**src/glue_pkg.sv**
```systemverilog
// board glue shared definitions
// bus widths plus the config and read-source bundles

package glue_pkg;

	// --------------------
	// widths
	// --------------------
	localparam int DATA_W = 16; // cpu / custom bus width
	localparam int RTC_W  = 64; // sixteen rtc nibbles

	// --------------------
	// user configuration snapshot from the menu
	// --------------------
	typedef struct packed {
		logic [6:0] memory;  // bit 6 hrtmon, 5:0 ram layout
		logic [3:0] floppy;  // drive count and speed
		logic [4:0] chipset; // 1 ntsc, 2 a1k, 3 ecs, 4 aga
		logic [2:0] ide;     // gayle and drive enables
		logic [3:0] cpu;     // 2 fast chip, 3 fast kick
	} user_cfg_t;            // 23 bits

	// --------------------
	// read sources
	// --------------------
	// cpu side, wired-or onto the cpu read bus
	typedef struct packed {
		logic [DATA_W-1:0] gary;
		logic [DATA_W-1:0] cia;
		logic [DATA_W-1:0] gayle;
		logic [DATA_W-1:0] cart;
	} cpu_src_t;

	// custom chips, wired-or onto the custom bus
	typedef struct packed {
		logic [DATA_W-1:0] agnus;
		logic [DATA_W-1:0] paula;
		logic [DATA_W-1:0] denise;
		logic [DATA_W-1:0] user;
	} custom_src_t;

endpackage

```
**src/reset_sequencer.sv**
```systemverilog
// reset sequencer
// stretches any reset request over a number of frames and merges
// in the cpu reset lines

`timescale 1ns/1ps

module reset_sequencer #(
	parameter logic [3:0] RESET_FRAMES = 4'd2 // sof pulses to hold reset
) (
	input  logic clk,
	input  logic reset,         // power-on reset
	input  logic clk7_en_i,     // 7 MHz enable
	input  logic sof_i,         // start of frame strobe
	input  logic kbd_rst_i,     // keyboard ctrl-amiga-amiga
	input  logic usr_rst_i,     // reset from menu
	input  logic ext_rst_i,     // external reset source
	input  logic cpu_rst_req_i, // cpu reset request from menu
	input  logic cpu_reset_n_i, // cpu core holding its own reset
	output logic rst_o,         // system reset status
	output logic cpu_reset_n_o  // reset to cpu core
);

	logic       rst_req;   // any request
	logic       sys_reset; // held system reset
	logic [3:0] frame_cnt; // frames seen while held
	logic [3:0] frame_nxt;

	assign rst_req   = kbd_rst_i | usr_rst_i | ext_rst_i;
	assign frame_nxt = frame_cnt + 4'd1;

	// --------------------
	// frame counter and hold
	// --------------------
	always_ff @(posedge clk) begin
		if (reset) begin
			sys_reset <= 1'b1;
			frame_cnt <= 4'd0;
		end else if (clk7_en_i) begin
			if (rst_req) begin // restart the hold
				sys_reset <= 1'b1;
				frame_cnt <= 4'd0;
			end else if (sys_reset && sof_i) begin
				frame_cnt <= frame_nxt;
				if (frame_nxt == RESET_FRAMES)
					sys_reset <= 1'b0; // release on the last frame
			end
		end
	end

	// both the cpu core and the sequencer can hold reset
	assign rst_o = sys_reset | ~cpu_reset_n_i;

	assign cpu_reset_n_o = ~(cpu_rst_req_i | sys_reset); // active low

endmodule

```
**src/config_regs.sv**
```systemverilog
// configuration registers
// registers the menu config, latches pal/ntsc during reset and
// qualifies the turbo modes with the rom overlay

`timescale 1ns/1ps

module config_regs
	import glue_pkg::*;
(
	input  logic      clk,
	input  logic      reset,
	input  logic      clk7_en_i,     // 7 MHz enable
	input  logic      rst_i,         // system reset status
	input  user_cfg_t cfg_i,         // live menu config
	input  logic      ovl_i,         // kickstart overlay active
	input  logic      cpu_custom_i,  // agnus lets the cpu on the bus
	output user_cfg_t cfg_o,         // registered config
	output logic [5:0] memcfg_o,     // ram layout
	output logic [3:0] cpu_config_o,
	output logic      ntsc_o,        // video standard
	output logic      turbokick_o,
	output logic      turbochipram_o
);

	user_cfg_t cfg_q; // snapshot, one cycle behind
	logic      ntsc_q;

	// --------------------
	// snapshot
	// --------------------
	// every clk, no enable
	always_ff @(posedge clk) begin
		cfg_q <= cfg_i;
	end

	assign cfg_o        = cfg_q;
	assign memcfg_o     = cfg_q.memory[5:0];
	assign cpu_config_o = cfg_q.cpu;

	// --------------------
	// video standard
	// --------------------
	// only follows the menu while in reset
	// a change needs a reset to take effect
	always_ff @(posedge clk) begin
		if (reset) begin
			ntsc_q <= 1'b0; // pal
		end else if (clk7_en_i && rst_i) begin
			ntsc_q <= cfg_q.chipset[1];
		end
	end

	assign ntsc_o = ntsc_q;

	// --------------------
	// turbo qualifiers
	// --------------------
	// fast kick needs aga and no overlay
	assign turbokick_o = ~ovl_i
		& cfg_q.cpu[3]
		& cfg_q.chipset[4];

	// fast chip also needs the cpu slot and 2MB chip ram
	assign turbochipram_o = cfg_q.chipset[4]
		& ~ovl_i
		& cfg_q.cpu[2]
		& cpu_custom_i
		& (&cfg_q.memory[1:0]); // chip = 2MB

endmodule

```
**src/sync_monitor.sv**
```systemverilog
// sync monitor
// frame toggle for the mcu on each falling vsync and
// power led dimming from an hsync clocked counter

`timescale 1ns/1ps

module sync_monitor #(
	parameter int LED_DIV_BITS = 4 // dim counter width
) (
	input  logic clk,
	input  logic reset,
	input  logic clk7_en_i, // 7 MHz enable
	input  logic vsync_i,   // active low vsync
	input  logic hsync_i,   // hsync level
	input  logic led_n_i,   // led off request, from cia port
	input  logic turbo_i,   // cpu in turbo mode
	output logic init_b_o,  // vsync toggle to mcu
	output logic pwrled_o   // power led drive
);

	logic                    vsync_del; // vsync one enable back
	logic                    vsync_t;   // toggle state
	logic [LED_DIV_BITS-1:0] led_cnt;
	logic                    led_dim;

	// --------------------
	// vsync edge toggle
	// --------------------
	always_ff @(posedge clk) begin
		if (reset) begin
			vsync_del <= 1'b1; // idle high, no edge out of reset
			vsync_t   <= 1'b0;
		end else if (clk7_en_i) begin
			vsync_del <= vsync_i;
			if (~vsync_i && vsync_del)
				vsync_t <= ~vsync_t; // falling edge only
		end
	end

	assign init_b_o = vsync_t;

	// --------------------
	// led dimming
	// --------------------
	// counter runs while hsync is high
	// dim is off one count out of 2**LED_DIV_BITS
	always_ff @(posedge clk) begin
		if (reset) begin
			led_cnt <= '0;
			led_dim <= 1'b0;
		end else if (hsync_i) begin
			led_cnt <= led_cnt + 1'b1;
			led_dim <= |led_cnt; // previous count value
		end
	end

	// dim in the off state and when turbo is active
	assign pwrled_o = (led_n_i && (led_dim || !turbo_i)) ? 1'b0 : 1'b1;

endmodule

```
**src/cpu_read_path.sv**
```systemverilog
// cpu read path
// rtc nibble window, wired-or read buses, level 7 interrupt override
// and spi data merge

`timescale 1ns/1ps

module cpu_read_path
	import glue_pkg::*;
(
	input  logic [RTC_W-1:0]  rtc_i,         // sixteen nibbles
	input  logic [5:2]        addr_i,        // cpu address, nibble index
	input  logic              sel_rtc_i,     // rtc space decoded
	input  logic              cpu_rd_i,      // cpu read cycle
	input  cpu_src_t          cpu_src_i,
	input  custom_src_t       custom_src_i,
	input  logic              int7_i,        // level 7 from cart
	input  logic [2:0]        ipl_n_i,       // interrupt lines from paula
	input  logic              paula_sdo_i,
	input  logic              user_sdo_i,
	output logic [DATA_W-1:0] cpu_data_o,    // to the cpu
	output logic [DATA_W-1:0] custom_data_o, // custom bus read data
	output logic [2:0]        cpu_ipl_o,
	output logic              sdo_o          // spi data to host
);

	logic [3:0]        rtc_nib;
	logic [DATA_W-1:0] rtc_word;

	// --------------------
	// rtc window
	// --------------------
	assign rtc_nib  = rtc_i[{addr_i, 2'b00} +: 4]; // index * 4
	assign rtc_word = (sel_rtc_i && cpu_rd_i) ?
		{{(DATA_W-4){1'b0}}, rtc_nib} : '0; // zero when not selected

	// --------------------
	// read buses
	// --------------------
	// idle sources drive zero
	assign cpu_data_o = cpu_src_i.gary
		| cpu_src_i.cia
		| cpu_src_i.gayle
		| cpu_src_i.cart
		| rtc_word;

	assign custom_data_o = custom_src_i.agnus
		| custom_src_i.paula
		| custom_src_i.denise
		| custom_src_i.user;

	// nmi wins over paula
	assign cpu_ipl_o = int7_i ? 3'b000 : ipl_n_i;

	assign sdo_o = paula_sdo_i | user_sdo_i; // inactive slave drives 0

endmodule

```
**src/minimig_glue_top.sv**
```systemverilog
// board glue top level
// reset sequencing, config registers, sync monitor and cpu read path
// of the home computer board, chip models sit outside

`timescale 1ns/1ps

module minimig_glue_top
	import glue_pkg::*;
#(
	parameter logic [3:0] RESET_FRAMES = 4'd2, // frames of system reset
	parameter int         LED_DIV_BITS = 4     // led dim counter width
) (
	input  logic              clk,
	input  logic              reset,          // power-on reset
	input  logic              clk7_en_i,      // 7 MHz enable

	// reset
	input  logic              sof_i,
	input  logic              kbd_rst_i,
	input  logic              usr_rst_i,
	input  logic              ext_rst_i,
	input  logic              cpu_rst_req_i,
	input  logic              cpu_reset_n_i,
	output logic              rst_o,          // system reset status
	output logic              cpu_reset_n_o,

	// configuration
	input  user_cfg_t         cfg_i,
	input  logic              ovl_i,
	input  logic              cpu_custom_i,
	output user_cfg_t         cfg_o,
	output logic [5:0]        memcfg_o,
	output logic [3:0]        cpu_config_o,
	output logic              ntsc_o,
	output logic              turbokick_o,
	output logic              turbochipram_o,

	// sync and led
	input  logic              vsync_i,
	input  logic              hsync_i,
	input  logic              led_n_i,
	input  logic              turbo_i,
	output logic              init_b_o,
	output logic              pwrled_o,

	// read path
	input  logic [RTC_W-1:0]  rtc_i,
	input  logic [5:2]        addr_i,
	input  logic              sel_rtc_i,
	input  logic              cpu_rd_i,
	input  cpu_src_t          cpu_src_i,
	input  custom_src_t       custom_src_i,
	input  logic              int7_i,
	input  logic [2:0]        ipl_n_i,
	input  logic              paula_sdo_i,
	input  logic              user_sdo_i,
	output logic [DATA_W-1:0] cpu_data_o,
	output logic [DATA_W-1:0] custom_data_o,
	output logic [2:0]        cpu_ipl_o,
	output logic              sdo_o
);

	// --------------------
	// reset
	// --------------------
	reset_sequencer #(
		.RESET_FRAMES (RESET_FRAMES)
	) reset_seq_i (
		.clk           (clk),
		.reset         (reset),
		.clk7_en_i     (clk7_en_i),
		.sof_i         (sof_i),
		.kbd_rst_i     (kbd_rst_i),
		.usr_rst_i     (usr_rst_i),
		.ext_rst_i     (ext_rst_i),
		.cpu_rst_req_i (cpu_rst_req_i),
		.cpu_reset_n_i (cpu_reset_n_i),
		.rst_o         (rst_o),
		.cpu_reset_n_o (cpu_reset_n_o)
	);

	// --------------------
	// config
	// --------------------
	config_regs cfg_regs_i (
		.clk            (clk),
		.reset          (reset),
		.clk7_en_i      (clk7_en_i),
		.rst_i          (rst_o),          // ntsc latch window
		.cfg_i          (cfg_i),
		.ovl_i          (ovl_i),
		.cpu_custom_i   (cpu_custom_i),
		.cfg_o          (cfg_o),
		.memcfg_o       (memcfg_o),
		.cpu_config_o   (cpu_config_o),
		.ntsc_o         (ntsc_o),
		.turbokick_o    (turbokick_o),
		.turbochipram_o (turbochipram_o)
	);

	sync_monitor #(
		.LED_DIV_BITS (LED_DIV_BITS)
	) sync_mon_i (
		.clk       (clk),
		.reset     (reset),
		.clk7_en_i (clk7_en_i),
		.vsync_i   (vsync_i),
		.hsync_i   (hsync_i),
		.led_n_i   (led_n_i),
		.turbo_i   (turbo_i),
		.init_b_o  (init_b_o),
		.pwrled_o  (pwrled_o)
	);

	// combinational, no clock
	cpu_read_path rd_path_i (
		.rtc_i         (rtc_i),
		.addr_i        (addr_i),
		.sel_rtc_i     (sel_rtc_i),
		.cpu_rd_i      (cpu_rd_i),
		.cpu_src_i     (cpu_src_i),
		.custom_src_i  (custom_src_i),
		.int7_i        (int7_i),
		.ipl_n_i       (ipl_n_i),
		.paula_sdo_i   (paula_sdo_i),
		.user_sdo_i    (user_sdo_i),
		.cpu_data_o    (cpu_data_o),
		.custom_data_o (custom_data_o),
		.cpu_ipl_o     (cpu_ipl_o),
		.sdo_o         (sdo_o)
	);

endmodule

```
**config.mk**
```make
export PLATFORM = sky130hd
export DESIGN_NAME = minimig_glue_top
export DESIGN_NICKNAME = d
export VERILOG_FILES = /design/src/glue_pkg.sv /design/src/reset_sequencer.sv /design/src/config_regs.sv /design/src/sync_monitor.sv /design/src/cpu_read_path.sv /design/src/minimig_glue_top.sv
export SDC_FILE = /design/constraint.sdc
export NUM_CORES = 1
export LEC_CHECK = 0
export ABC_AREA = 1
export BUFFER_PORTS_ARGS = -buffer_cell sky130_fd_sc_hd__buf_2
export CAP_MARGIN = 20
export CORE_AREA = 4 4 121 123
export DETAILED_ROUTE_END_ITERATION = 6
export DIE_AREA = 0 0 125 127
export PLACE_DENSITY = 0.52
export SKIP_CTS_REPAIR_TIMING = 1
export SLEW_MARGIN = 20
export SYNTH_ARGS = -nofsm -noshare
export SYNTH_HDL_FRONTEND = slang
export SYNTH_SLANG_ARGS = --single-unit
export TNS_END_PERCENT = 50
```
**constraint.sdc**
```tcl
create_clock -name clk -period 1.8 [get_ports clk]
set_input_delay 0.09 -clock clk [delete_from_list [all_inputs] [get_ports clk]]
set_output_delay 0.09 -clock clk [all_outputs]
set_load 0.005 [all_outputs]
```
==> results_dict.tcl <==
set metrics [dict create \
    gr-total-overflow 0 \
    p_leak_nw 2.56 \
    drv_slew 0 \
    worstPathCellList "buf_2 > inv_2 > nand3_1 > nand3_1 > nand2_1 > nand2_1 > nand3_1 > nand2_1 > buf_2" \
    via_per_inst 3.97 \
    swShare_pct 25.0 \
    cap_violations 0 \
    syn_nets 619 \
    r2r-start "reset_seq_i.frame_cnt[0]$_SDFFE_PP0P_" \
    clock_latency_ns 0.28 \
    multi_input_area_sq_mm 0.00120 \
    grt_pass1_vias 3195 \
    final_util_pct 32.4 \
    dp.cells 849 \
    clock.fmax_ghz 0.754 \
    skew_ns 0.00336 \
    yosysSeqAreaShare_pct 30.3 \
    dr.pass1.iters 4 \
    p_int_mw 1.83 \
    drt-total-wl_um 10400 \
    finalSetupViolCount 0 \
    coreArea_sq_mm 0.0137 \
    power.share.clock_pct 40.1 \
    startpoint_type "primary input" \
    die-width_um 125 \
    drt_iter0_drc 76 \
    fillers 1551 \
    slew_headroom_pct 66.1 \
    antenna_left 0 \
    final_cell_count_no_fill 882 \
    synth_top_cells_by_area "dfxtp_1 30%, nand2_1 18%, inv_1 11%, nand3_1 10%, or4_1 8.8%" \
    tightest_slew_ns 0.504 \
    hp-start "vsync_i" \
    setup_tns_ns 0 \
    cts.sinks 36 \
    crit_path_start "addr_i[3]" \
    status "finished, final reports clean" \
    synth_top_area_cell "dfxtp_1" \
    vdd_drop_max_v 0.000655 \
    root_buffer "clkbuf_16" \
    routedWlPerCell_um 11.8 \
    hold_viol_final 0 \
    cp_max_fo 17 \
    cts_tree "yes" \
    gp_congestion 0.820 \
    netlist_area_sq_mm 0.00238 \
    clockBufferDepth 2 \
    comb_power_share_pct 24.9 \
    grt_use_total_pct 11.3 \
    layout_commonest_cell "buf_2" \
    power_mw 2.44 \
    cts.reportedPaths.clkPinSlew_ns 0.06 \
    grt_pass1_wl_um 15000 \
    yosysUniqueCellTypes 24 \
    layout_common_cells "317 x buf_2, 111 x nand2_1, 69 x inv_1, 48 x nand3_1, 36 x dfxtp_1" \
    dieArea_sq_mm 0.0159 \
    seq_power_share_pct 35.0 \
    cp_slowest_stage_delay_ns 0.30 \
    netlist_instances 373 \
    via_count 3500 \
    drive_gt1_share_pct 48.4 \
    dp_hpwl_um 8700 \
    power.density_mw_per_mm2 551 \
    cp_num_buf_inv 3 \
    synth-seq-cells 36 \
    io-pin-count 318 \
    antenna_found_initial 3 \
    crit_slowest_cell "buf_2" \
    period_share_pct 73.7 \
    min_path_type "primary input to register" \
    die_h_um 127 \
    synth_top_area_share_pct 30.3 \
    rows 43 \
    h-tree-depth 2 \
    synth.avg_cell_area_sq_um 6.38 \
    critPathKind "primary input to output pin" \
    io_buffers 317 \
    layout.nets 945 \
    numCtsBuffers 5 \
    r2r_slack_ns 0.69 \
    syn2layout_area_growth_pct 86.0 \
    regArea_sq_um 721 \
    crit_arrival_ns 1.24 \
    critPathTopFamily "buffers and inverters" \
    drc 0 \
    initial_core_util_pct 17.4 \
    grt_max_degree 33 \
    grt_setup_unrepaired "false" \
    crit_path_end_kind "output pin" \
    fin_crit_ns 1.33 \
    power_switching_mw 0.609 \
    ys_warn_count 0 \
    required_ns 1.71 \
]
kinds of logic (layout without fill, tap and decap cells):
kind of cell | after synthesis | count (layout) | share of synthesized area, %
simple gates | 222 | 222 | 43.9
buf+inv | 93 | 420 | 19.5
flops | 36 | 36 | 30.3
compound gates | 16 | 16 | 3.52
fa+ha+maj | 4 | 4 | 2.10
xor+xnor | 2 | 2 | 0.736
other cells | 0 | 2 | 0
registers in the layout (all words and copies together) (netlist names):
register / count
sync_mon_i.vsync_del: 1
cfg_regs_i.ntsc_o: 1
cfg_regs_i.cfg_o: 19
sync_mon_i.led_dim: 1
sync_mon_i.init_b_o: 1
cfg_regs_i.cpu_config_o: 4
sync_mon_i.led_cnt: 4
reset_seq_i.sys_reset: 1
reset_seq_i.frame_cnt: 4
cell usage after synthesis (all sizes together):
cell and instances:
a41oi 1, ha 4, nand4 2, buf 21, nand2 121, nor4 5
or4 28, nor2 16, clkbuf 1, nand3 48, a21oi 10, or2 1
dfxtp 36, inv 71, xor2 1, nor3 1, o21ai 5, xnor2 1
worst paths after layout:
kind | to | cells past startpoint
hold reg to reg | sync_mon_i.init_b_o$_SDFFE_PP0P_ | 1
setup / recovery | cpu_data_o[1] | 9
hold / removal | sync_mon_i.vsync_del$_SDFFE_PP1P_ | 3
setup reg to reg | reset_seq_i.sys_reset$_SDFFE_PP1P_ | 5
stage by stage:
| step | instance area [sq um] | setup slack, ns | hold slack, ns |
|---|---|---|---|
| 6_report | 4430 | 0.474 | 0.0408 |
| 3_5_place_dp | 4020 | 0.485 | 0.194 |
| 5_1_grt | 4430 | 0.322 | 0.0739 |
| 3_3_place_gp | 4020 | 0.496 | 0.192 |
| 4_1_cts | 4190 | 0.486 | -0.103 |
| 2_1_floorplan | 2380 | 0.780 | 0.118 |
per-layer routing:
layer | up-vias | track usage (%) | routed length, um | part of all wire (%)
met2 | 161 | 22.4 | 5710 | 55
met4 | 2 | 2.49 | 78 | 0.75
li1 | 1822 | - | - | -
met3 | 8 | 3.43 | 993 | 9.6
met1 | 1507 | 11.5 | 3600 | 35
met5 | - | 0 | 7 | 0.067
layout make-up:
class                      instances  share of cell area [%]
tap                              180                    5.09
timing repair buffer             341                    41.5
multi-input combinational        244                    27.0
clock buffer                       5                    2.83
sequential                        36                    16.3
antenna                            2                   0.113
clock inverter                     3                   0.961
inverter                          71                    6.19
power groups by stage:
stage | registers (mW) | logic [mW] | clock network [mW]
after floorplan | 0.874 | 0.242 | 0
after global placement | 0.870 | 0.569 | 0
after detailed placement | 0.870 | 0.572 | 0
after CTS | 0.853 | 0.574 | 1.02
after global routing | 0.858 | 0.689 | 1.04
final | 0.853 | 0.608 | 0.979
tightest hold or removal path, cell delays in order:
cell and delay, ns:
buf_2 0.09, a21oi_1 0.05, o21ai_0 0.06
(Power assumes the default switching activity.)
